--- config.mk ---
export PLATFORM = sky130hd
export DESIGN_NAME = accel_top
export DESIGN_NICKNAME = d
export VERILOG_FILES = /design/src/ctrl_pkg.sv /design/src/mem_pkg.sv /design/src/page_if.sv /design/src/accel_top.sv /design/src/pixel_unpacker.sv /design/src/ctrl_unit.sv /design/src/page_buffer.sv
export VERILOG_INCLUDE_DIRS = /design/src
export SDC_FILE = /design/constraint.sdc
export NUM_CORES = 1
export LEC_CHECK = 0
export BUFFER_PORTS_ARGS = -buffer_cell sky130_fd_sc_hd__clkbuf_2
export CORE_MARGIN = 2
export CORE_UTILIZATION = 50
export DETAILED_ROUTE_END_ITERATION = 10
export PLACE_DENSITY_LB_ADDON = 0.3
export SYNTH_ARGS = -nofsm -noshare
export SYNTH_HDL_FRONTEND = slang
export SYNTH_SLANG_ARGS = --single-unit
--- constraint.sdc ---
create_clock -name clk -period 6 [get_ports clk]
set_input_delay 1.5 -clock clk [delete_from_list [all_inputs] [get_ports clk]]
set_output_delay 1.5 -clock clk [all_outputs]
set_load 0.05 [all_outputs]
--- src/accel_defines.svh ---
`ifndef ACCEL_DEFINES_SVH
`define ACCEL_DEFINES_SVH

// one memory page, in bits
`define ACCEL_PAGE_W 64

// pages making up one image
`define ACCEL_PAGES_PER_IMG 4

// page buffer entries between command unit and unpacker
`define ACCEL_BUF_DEPTH 4

// memory word address width
`define ACCEL_ADDR_W 28

`endif
--- src/ctrl_pkg.sv ---
package ctrl_pkg;

    // command unit FSM
    typedef enum logic [2:0] {
        IDLE,
        FETCH,
        WAIT_PAGE,
        WAIT_SUM,
        WRITE,
        WAIT_WRITE,
        DONE
    } ctrl_state_t;

    // decoder register select
    typedef enum logic [1:0] {
        SEL_IMG_ADDR  = 2'd0,
        SEL_IMG_CNT   = 2'd1,
        SEL_RSLT_ADDR = 2'd2
    } reg_sel_t;

endpackage

--- src/mem_pkg.sv ---
`include "accel_defines.svh"

package mem_pkg;

    // one page as returned by a memory read
    typedef logic [`ACCEL_PAGE_W-1:0] page_t;

    // word address into external memory
    typedef logic [`ACCEL_ADDR_W-1:0] mem_addr_t;

    // byte sum of one image, written back as one word
    typedef logic [31:0] result_t;

endpackage

--- src/page_if.sv ---
interface page_if import mem_pkg::*; ();

    // write side, from the command unit
    logic  push;
    page_t wdata;
    logic  full;

    // read side, towards the unpacker
    logic  pop;
    page_t rdata;
    logic  empty;

    modport producer (
        output push,
        output wdata,
        input  full
    );

    modport fifo (
        input  push,
        input  wdata,
        input  pop,
        output full,
        output empty,
        output rdata
    );

    modport consumer (
        output pop,
        input  empty,
        input  rdata
    );

endinterface

--- src/accel_top.sv ---
`include "accel_defines.svh"

module accel_top
    import mem_pkg::*;
    import ctrl_pkg::*;
(
    input  logic       clk,
    input  logic       rst_n,

    // decoder side
    input  logic       reg_wr_en,
    input  reg_sel_t   reg_sel,
    input  mem_addr_t  reg_databus,
    input  logic       begin_proc,
    output logic       busy,
    output logic       done,

    // memory side
    output logic       read_request_valid,
    output logic       write_request_valid,
    output mem_addr_t  address,
    output result_t    write_data,
    input  logic       data_valid,
    input  page_t      read_data,
    input  logic       write_done,

    // pixel stream
    output logic       pix_valid,
    output logic [7:0] pix_data
);

    logic    sum_valid;
    result_t sum;

    page_if pif ();

    ctrl_unit u_ctrl (
        .clk                 (clk),
        .rst_n               (rst_n),
        .reg_wr_en           (reg_wr_en),
        .reg_sel             (reg_sel),
        .reg_databus         (reg_databus),
        .begin_proc          (begin_proc),
        .busy                (busy),
        .done                (done),
        .data_valid          (data_valid),
        .read_data           (read_data),
        .write_done          (write_done),
        .read_request_valid  (read_request_valid),
        .write_request_valid (write_request_valid),
        .address             (address),
        .write_data          (write_data),
        .sum_valid           (sum_valid),
        .sum                 (sum),
        .pif                 (pif.producer)
    );

    page_buffer #(
        .page_type (page_t),
        .DEPTH     (`ACCEL_BUF_DEPTH)
    ) u_buf (
        .clk   (clk),
        .rst_n (rst_n),
        .pif   (pif.fifo)
    );

    pixel_unpacker u_unpack (
        .clk       (clk),
        .rst_n     (rst_n),
        .pif       (pif.consumer),
        .pix_valid (pix_valid),
        .pix_data  (pix_data),
        .sum_valid (sum_valid),
        .sum       (sum)
    );

endmodule

--- src/pixel_unpacker.sv ---
`include "accel_defines.svh"

module pixel_unpacker import mem_pkg::*; (
    input  logic       clk,
    input  logic       rst_n,
    page_if.consumer   pif,
    output logic       pix_valid,
    output logic [7:0] pix_data,
    output logic       sum_valid,
    output result_t    sum
);

    localparam int BYTES  = `ACCEL_PAGE_W / 8;
    localparam int BYTE_W = $clog2(BYTES);
    localparam int PG_W   = $clog2(`ACCEL_PAGES_PER_IMG);

    page_t             shreg;
    logic              active;
    logic [BYTE_W-1:0] byte_cnt;
    logic [PG_W-1:0]   page_cnt;
    result_t           acc;
    logic              last_byte;
    logic              last_page;

    assign last_byte = active && (byte_cnt == BYTE_W'(BYTES - 1));
    assign last_page = (page_cnt == PG_W'(`ACCEL_PAGES_PER_IMG - 1));

    // next page may be taken on the last byte of the current one
    assign pif.pop = !pif.empty && (!active || last_byte);

    assign pix_valid = active;
    assign pix_data  = shreg[7:0];

    // low byte goes out first
    always_ff @(posedge clk) begin
        if (pif.pop) begin
            shreg <= pif.rdata;
        end else if (active) begin
            shreg <= shreg >> 8;
        end
    end

    always_ff @(posedge clk or negedge rst_n) begin
        if (!rst_n) begin
            active   <= 1'b0;
            byte_cnt <= '0;
        end else if (pif.pop) begin
            active   <= 1'b1;
            byte_cnt <= '0;
        end else if (active) begin
            byte_cnt <= byte_cnt + 1'b1;
            if (last_byte) begin
                active <= 1'b0;
            end
        end
    end

    always_ff @(posedge clk or negedge rst_n) begin
        if (!rst_n) begin
            acc       <= '0;
            page_cnt  <= '0;
            sum_valid <= 1'b0;
        end else begin
            sum_valid <= 1'b0;
            if (active) begin
                if (last_byte && last_page) begin
                    acc       <= '0;
                    sum_valid <= 1'b1;
                end else begin
                    acc <= acc + result_t'(pix_data);
                end
                if (last_byte) begin
                    page_cnt <= last_page ? '0 : page_cnt + 1'b1;
                end
            end
        end
    end

    // final byte of the image folds in here
    always_ff @(posedge clk) begin
        if (last_byte && last_page) begin
            sum <= acc + result_t'(pix_data);
        end
    end

endmodule

--- src/ctrl_unit.sv ---
`include "accel_defines.svh"

module ctrl_unit
    import mem_pkg::*;
    import ctrl_pkg::*;
(
    input  logic            clk,
    input  logic            rst_n,

    // decoder side
    input  logic            reg_wr_en,
    input  reg_sel_t        reg_sel,
    input  mem_addr_t       reg_databus,
    input  logic            begin_proc,
    output logic            busy,
    output logic            done,

    // memory side
    input  logic            data_valid,
    input  page_t           read_data,
    input  logic            write_done,
    output logic            read_request_valid,
    output logic            write_request_valid,
    output mem_addr_t       address,
    output result_t         write_data,

    // unpacker result
    input  logic            sum_valid,
    input  result_t         sum,

    page_if.producer        pif
);

    localparam int PG_W = $clog2(`ACCEL_PAGES_PER_IMG);

    ctrl_state_t       state;
    mem_addr_t         img_addr;
    mem_addr_t         img_cnt;
    mem_addr_t         rslt_addr;
    mem_addr_t         img_idx;
    logic [PG_W-1:0]   page_cnt;
    result_t           sum_q;
    logic              start;
    logic              page_in;
    logic              last_page;
    logic              img_done;

    assign start     = (state == IDLE) && begin_proc;
    assign page_in   = (state == WAIT_PAGE) && data_valid;
    assign last_page = (page_cnt == PG_W'(`ACCEL_PAGES_PER_IMG - 1));
    assign img_done  = (state == WAIT_WRITE) && write_done;

    always_ff @(posedge clk or negedge rst_n) begin
        if (!rst_n) begin
            state <= IDLE;
        end else begin
            case (state)
                IDLE: begin
                    if (begin_proc) begin
                        state <= FETCH;
                    end
                end
                FETCH: begin
                    // zero count finishes without memory traffic
                    if (img_cnt == '0) begin
                        state <= DONE;
                    end else if (!pif.full) begin
                        state <= WAIT_PAGE;
                    end
                end
                WAIT_PAGE: begin
                    if (data_valid) begin
                        state <= last_page ? WAIT_SUM : FETCH;
                    end
                end
                WAIT_SUM: begin
                    if (sum_valid) begin
                        state <= WRITE;
                    end
                end
                WRITE: begin
                    state <= WAIT_WRITE;
                end
                WAIT_WRITE: begin
                    if (write_done) begin
                        state <= (img_cnt == mem_addr_t'(1)) ? DONE : FETCH;
                    end
                end
                DONE: begin
                    state <= IDLE;
                end
                default: begin
                    state <= IDLE;
                end
            endcase
        end
    end

    // decoder registers, locked while a run is active
    always_ff @(posedge clk or negedge rst_n) begin
        if (!rst_n) begin
            img_addr  <= '0;
            img_cnt   <= '0;
            rslt_addr <= '0;
        end else if (reg_wr_en && !busy) begin
            case (reg_sel)
                SEL_IMG_ADDR:  img_addr  <= reg_databus;
                SEL_IMG_CNT:   img_cnt   <= reg_databus;
                SEL_RSLT_ADDR: rslt_addr <= reg_databus;
                default:       img_addr  <= img_addr;
            endcase
        end else begin
            if (page_in) begin
                img_addr <= img_addr + 1'b1;
            end
            if (img_done) begin
                img_cnt <= img_cnt - 1'b1;
            end
        end
    end

    always_ff @(posedge clk or negedge rst_n) begin
        if (!rst_n) begin
            img_idx  <= '0;
            page_cnt <= '0;
        end else if (start) begin
            img_idx  <= '0;
            page_cnt <= '0;
        end else begin
            if (page_in) begin
                page_cnt <= last_page ? '0 : page_cnt + 1'b1;
            end
            if (img_done) begin
                img_idx <= img_idx + 1'b1;
            end
        end
    end

    always_ff @(posedge clk) begin
        if ((state == WAIT_SUM) && sum_valid) begin
            sum_q <= sum;
        end
    end

    assign busy = (state != IDLE);
    assign done = (state == DONE);

    assign read_request_valid  = (state == FETCH) && (img_cnt != '0) && !pif.full;
    assign write_request_valid = (state == WRITE);
    // result slot is offset by the image index of this run
    assign address    = write_request_valid ? rslt_addr + img_idx : img_addr;
    assign write_data = sum_q;

    assign pif.push  = page_in;
    assign pif.wdata = read_data;

endmodule

--- src/page_buffer.sv ---
`include "accel_defines.svh"

module page_buffer import mem_pkg::*; #(
    parameter type page_type = page_t,
    parameter int  DEPTH     = `ACCEL_BUF_DEPTH
) (
    input logic  clk,
    input logic  rst_n,
    page_if.fifo pif
);

    localparam int PTR_W = (DEPTH > 1) ? $clog2(DEPTH) : 1;
    localparam int CNT_W = $clog2(DEPTH + 1);

    page_type         mem [DEPTH];
    logic [PTR_W-1:0] wptr;
    logic [PTR_W-1:0] rptr;
    logic [CNT_W-1:0] count;
    logic             wr_en;
    logic             rd_en;

    function automatic logic [PTR_W-1:0] next_ptr(input logic [PTR_W-1:0] ptr);
        return (ptr == PTR_W'(DEPTH - 1)) ? '0 : ptr + 1'b1;
    endfunction

    assign wr_en = pif.push && !pif.full;
    assign rd_en = pif.pop && !pif.empty;

    assign pif.full  = (count == CNT_W'(DEPTH));
    assign pif.empty = (count == '0);
    // head entry is visible while not empty
    assign pif.rdata = mem[rptr];

    always_ff @(posedge clk) begin
        if (wr_en) begin
            mem[wptr] <= pif.wdata;
        end
    end

    always_ff @(posedge clk or negedge rst_n) begin
        if (!rst_n) begin
            wptr  <= '0;
            rptr  <= '0;
            count <= '0;
        end else begin
            if (wr_en) begin
                wptr <= next_ptr(wptr);
            end
            if (rd_en) begin
                rptr <= next_ptr(rptr);
            end
            // simultaneous push and pop keep the count
            if (wr_en && !rd_en) begin
                count <= count + 1'b1;
            end else if (rd_en && !wr_en) begin
                count <= count - 1'b1;
            end
        end
    end

endmodule

## Word level (Yosys, flattened, before mapping)

Memory sizes are Yosys's and may differ from the RTL's.
Cells that the tools add are included.

| word-level totals | value |
|---|---|
| register bits | 291 |
| bits in writable memories | 256 |
| memories kept | 1 |

| cells by class | value |
|---|---|
| add/subtract/negate cells | 12 |
| equality and inequality tests | 22 |
| multiplexer cells | 38 |
| reduce and logical (&&, ||, !) cells | 38 |

Memories:

| memory | words | width | read ports | clocked after memory_dff | write ports | RTL line | source |
|---|---|---|---|---|---|---|---|
| u_buf.mem | 4 | 64 | 1 | 0 | 1 | page_buffer.sv:15 | `page_type mem [DEPTH];` |

Operator list:

| kind | number |
|---|---|
| two-way mux 28 bit | 9 |
| two-way mux 64 bit | 2 |
| adder 28 x 1 -> 28 bit (second input constant) | 2 |
| two-way mux 3 bit | 11 |
| adder 32 x 8 -> 32 bit | 1 |
| two-way mux 32 bit | 1 |
| adder 28 bit | 1 |
| equality test 28 x 1 -> 1 bit (second input constant) | 1 |
| zero test 28 bit | 1 |
| nonzero test 28 bit | 1 |
| subtractor 28 x 1 -> 28 bit (second input constant) | 1 |
| case mux 3 bit (6 select lines) | 1 |
| equality test 3 bit (second input constant) | 5 |
| logical AND 1 bit | 14 |
| two-way mux 2 bit | 7 |
| nonzero test 2 bit | 6 |
| equality test 2 bit (second input constant) | 5 |
| != test 2 bit (second input constant) | 5 |
| adder 2 x 1 -> 2 bit (second input constant) | 4 |
| AND reduction 2 bit | 4 |
| two-way mux 1 bit | 7 |
| adder 3 x 1 -> 3 bit (second input constant) | 2 |
| equality test 3 x 2 -> 1 bit (second input constant) | 2 |
| zero test 1 bit | 6 |
| 10 further kinds | 11 |

## Logic depth before layout (Yosys ltp)

| depth | value |
|---|---|
| depth after elaboration | 8 |
| depth in mapped cells | 13 |

## Modules after synthesis

A second synthesis with hierarchy kept.

| unflattened totals | value |
|---|---|
| cell total of the unflattened synthesis | 1917 |
| area total of the unflattened synthesis | 25555.8 um^2 |

Modules (own cells, without submodules):

| module | instances | cells each | area each (um^2) |
|---|---|---|---|
| page_buffer | 1 | 371 | 9680.5 |
| ctrl_unit | 1 | 1055 | 9466.6 |
| pixel_unpacker | 1 | 491 | 6408.6 |

## Least setup slack after synthesis

No wires, ideal clock.

| path | value |
|---|---|
| path kind | reg2out |
| start | register u_ctrl.img_cnt[8] |
| end | output port read_request_valid |
| data arrival time | 3.603 ns |
| data required time | 4.500 ns |
| path slack | 0.897 ns |
| cell stages (with the launch flop) | 7 |
| buffers on the path | 2 |
| cells stage by stage | dfrtp_1 -> or3_1 -> clkbuf_1 -> nor4_4 -> and3_1 -> buf_2 -> a2111oi_0 |

| between the ends | value |
|---|---|
| word-level cells in the longest chain between the ends | 3 |

Ends and longest elaborated chain:

| element | RTL line | source |
|---|---|---|
| start: declaration | ctrl_unit.sv:38 | `mem_addr_t img_cnt;` |
| start signal: assignment | ctrl_unit.sv:108 | `SEL_IMG_CNT: img_cnt <= reg_databus;` |
| start signal: assignment | ctrl_unit.sv:117 | `img_cnt <= img_cnt - 1'b1;` |
| nonzero test 28 bit | ctrl_unit.sv:148 | `assign read_request_valid = (state == FETCH) && (img_cnt != '0) && !pif.full;` |
| logical AND 1 bit (2 in series) | ctrl_unit.sv:148 |  |
| end: declaration | accel_top.sv:19 | `output logic read_request_valid,` |

Every way passes these cells.

## Worst setup path after layout

| path | value |
|---|---|
| start | register u_ctrl.img_idx[11] |
| end | output port address[18] |

| between the ends | value |
|---|---|
| word-level cells in the longest chain between the ends | 2 |

Ends and longest elaborated chain:

| element | RTL line | source |
|---|---|---|
| start: declaration | ctrl_unit.sv:40 | `mem_addr_t img_idx;` |
| start signal: assignment | ctrl_unit.sv:134 | `img_idx <= img_idx + 1'b1;` |
| adder 28 bit | ctrl_unit.sv:151 | `assign address = write_request_valid ? rslt_addr + img_idx : img_addr;` |
| two-way mux 28 bit | ctrl_unit.sv:151 |  |
| end: declaration | accel_top.sv:21 | `output mem_addr_t address,` |

Every way passes these cells.

==> results by group <==
Run status
  – Status: finished clean

Worst setup path
  – Slowest stage delay, CP: 0.69 ns
  – CP Capture Type: output pin
  – Worst Path Max Fanout: 8
  – Crit path required time: 4.50 ns
  – Startpoint types: flip-flop
  – Sequence of cells on the critical path: ha_1 > nand3_1 > or3_1 > a21oi_1 > nor3_1 > o21ai_0 > xnor2_1 > o21ai_0 > clkbuf_2
  – CP most frequent cell: o21ai_0
  – Critical Path AT: 3.51 ns
  – Crit-path slowest cell: nor3_1
  – Setup CP Type: flip-flop to output pin

Clock tree
  – TritonCTS clock tree: built
  – CTS Buf Count: 57
  – # H-tree levels: 2
  – Post-CTS Setup Repair Bufs: 0
  – Worst-Skew Late Latency: between 0.6 and 0.7 ns
  – Root Buffer: clkbuf_16
  – Clock transition at path regs: 0.06 ns
  – Sink Count: 547
  – Hold_buf cts: 0
  – PostCTS Resize Cnt: 0
  – Max Root-Sink Buffers: 3

Yosys
  – Count of different cell masters after synthesis: between 80 and 90
  – Sequential area share after synthesis: 62.7%
  – Post-Syn Nets: 2124
  – Cells after Synth: 1971
  – Netlist Area Pre-Place: 24900 um^2
  – EDFF count, synth: between 300 and 400
  – Synth Warn #: 0
  – Ys async rst share: ~30%
  – Avg Cell Area, Syn: 12.6 um^2
  – Post-synth top flop: edfxtp_1
  – Flops & latches, synth: between 500 and 600

Hold path
  – Hold Path Class: flip-flop to flip-flop

Die
  – Die W: 227 um
  – Die Area: 51600 um^2
  – CORE AREA: 49100 um^2
  – Initial Util: a little over 50%
  – Num ports: 173
  – Die extent in y: 227 um
  – Row count: 81

Route
  – Met1 Wirelength: 25100 um
  – # DRC: 0
  – Total number of vias: 16300
  – Iteration-0 DRC count of the detailed router: ~1300
  – Post-DRT Antenna Nets: 0
  – Total wire length: ~58000 um
  – Highest Signal Layer: met5
  – WL per Instance: a little over 20 um
  – Met3 wire len: 2770 um
  – Drt pass-1 iters: 5
  – Vias per cell: 5.76
  – Routed met2 length: 28000 um

Final layout
  – Layout area overhead: 13.4%
  – Multi-input gate area: 8680 um^2
  – Share of layout cells above drive strength 1: between 10% and 20%
  – FILL cells: around 4000
  – Final nets: approximately 2300
  – Post-route cell area: 28200 um^2
  – Commonest non-fill, non-tap cell in the layout: edfxtp_1
  – FF/Latch Area: about 16000 um^2
  – Most frequent cells in the layout: edfxtp_1 (384), nand2_1 (300), clkbuf_2 (171), dfrtp_1 (161), nor2_1 (136)

Global route
  – Gr usage total: a little under a quarter
  – Initial antenna violation count: 5
  – Pin count of the biggest net entering global routing: 97
  – Grt total ovfl: 0
  – First-pass GRT wire length: just under 90000 um
  – Vias in the first global route: between 15000 and 20000

Placed design
  – Post-placement cell area: 26400 um^2
  – DPL Wire Length: 38400 um
  – I/O Buffers: between 150 and 200
  – Gpl congestion: around 0.93

Power and ir drop
  – Clock share of power: 28.1%
  – Tot Pwr: 12.5 mW
  – Sequential share of power: a little over two fifths
  – Switching Power: 4.28 mW
  – PD cells: 442 nW/um^2
  – Leak pwr: 11.1 nW
  – Combinational group share of total power: 28.7%
  – Switching Fraction: between 30 and 40%
  – VDD IR max: ~300 uV
  – Power Internal: 8.22 mW

Timing
  – Slew Limit Fails: 0
  – Final hold violation count: 0
  – Worst Tran Pin Value: 1.23 ns
  – Worst relative slew slack: 18.0%
  – Final period util: between 80% and 90%
  – Setup tns final: 0 ns
  – Clock skew: 0.0367 ns
  – Post-layout minimum cycle time: 5.01 ns
  – Fmax: 200 MHz
  – Final setup vio count: 0
  – RSZ-0062 raised after global routing: false

Job
  – Max Cap Violations: 0
## worst max-delay path: cells and delay by family, from the launching register on
| family | cells | cell delay (ns) |
|---|---|---|
| adders and majority gates | 1 | 0.46 |
| and+or+nand+nor | 3 | 1.10 |
| xor gates and xnor gates | 1 | 0.16 |
| DFF | 1 | 0.41 |
| AOI/OAI and AO/OA | 3 | 0.46 |
| buffers and inverters | 1 | 0.31 |
## per-layer routing
layer  up-vias  global-route usage, %
met5         -                      0
met4         4                   8.24
met3       109                   3.76
met2       421                   37.1
met1      8146                   30.4
li1       7642                      -
## sequential cells by signal, summed over array words and instances, names as in the netlist, 32 cells and up
signal and cells:
u_unpack.shreg 64, u_buf.mem 256, u_ctrl.write_data 32, u_unpack.sum 32
u_unpack.acc 32
## through the flow
step	hold WS (ns)	setup WS (ns)	util (%)	std cells
2_1_floorplan	0.400	0.897	-	1971
3_3_place_gp	0.404	1.68	53.7	2731
3_5_place_dp	0.405	1.67	53.7	2731
4_1_cts	0.418	1.01	57.6	2833
5_1_grt	0.424	0.753	57.6	2834
6_report	0.415	0.990	57.6	2835
## final timing paths
path	to	slack, ns	cells past startpoint	startpoint
worst min register to register	u_ctrl.write_data[25]$_DFFE_PP_	0.42	0	u_unpack.sum[25]$_DFFE_PP_
min in group asynchronous	u_unpack.acc[5]$_DFFE_PN0P_	0.94	1	rst_n
worst min-delay path	u_ctrl.write_data[25]$_DFFE_PP_	0.42	0	u_unpack.sum[25]$_DFFE_PP_
worst max register to register	u_unpack.acc[24]$_DFFE_PN0P_	2.64	8	u_unpack.byte_cnt[0]$_DFFE_PN0P_
worst max-delay path	address[18]	0.99	9	u_ctrl.img_idx[11]$_DFFE_PN0P_
max in group asynchronous	u_ctrl.img_idx[18]$_DFFE_PN0P_	3.94	2	rst_n
## Yosys cell counts, types with 15 or more instances
library cell | n | area share [%]
o22a_1 | 17 | 0.60
mux2_2 | 30 | 1.4
nand4_1 | 17 | 0.43
nor2_1 | 139 | 2.1
mux4_2 | 64 | 5.8
o21ai_0 | 124 | 2.5
clkbuf_1 | 66 | 0.99
xor2_1 | 39 | 1.4
edfxtp_1 | 384 | 46
a21o_1 | 18 | 0.54
nor3_1 | 28 | 0.56
nand3_1 | 46 | 0.92
and3_1 | 37 | 0.93
or3_1 | 15 | 0.38
a31oi_1 | 21 | 0.53
a21oi_1 | 116 | 2.3
nand2_1 | 302 | 4.6
ha_1 | 50 | 2.5
dfrtp_1 | 163 | 16
xnor2_1 | 40 | 1.4
inv_1 | 43 | 0.65
## area by class of cell
cell class              instances  share of cell area, %
clock inverters                33                   1.34
inverters                      44                  0.585
repair buffers                196                   3.80
clock buffers                  69                   5.28
flip-flops and latches        547                   55.3
diodes                          2                 0.0177
well taps                     664                   2.94
multi-input cells            1280                   30.7
## power by group through the flow
stage / Combinational (mW) / Clock, mW / Sequential, mW
finish: 3.59 / 3.51 / 5.39
global route: 3.95 / 3.73 / 5.48
CTS: 3.63 / 3.59 / 5.39
detailed placement: 3.61 / 0 / 5.46
global placement: 3.54 / 0 / 5.42
floorplan: 2.83 / 0 / 5.22
## cell families after synthesis
group	count (synthesis)	synth area share, %
AO/OA/AOI/OAI	396	9.72
XOR/XNOR	79	2.78
adder cells (fa/ha/maj)	53	2.75
buffers and inverters	144	2.56
flip-flops	547	62.7
multiplexers	98	7.30
AND/OR/NAND/NOR	654	12.2
No activity file was read; power rests on OpenSTA's default activity.
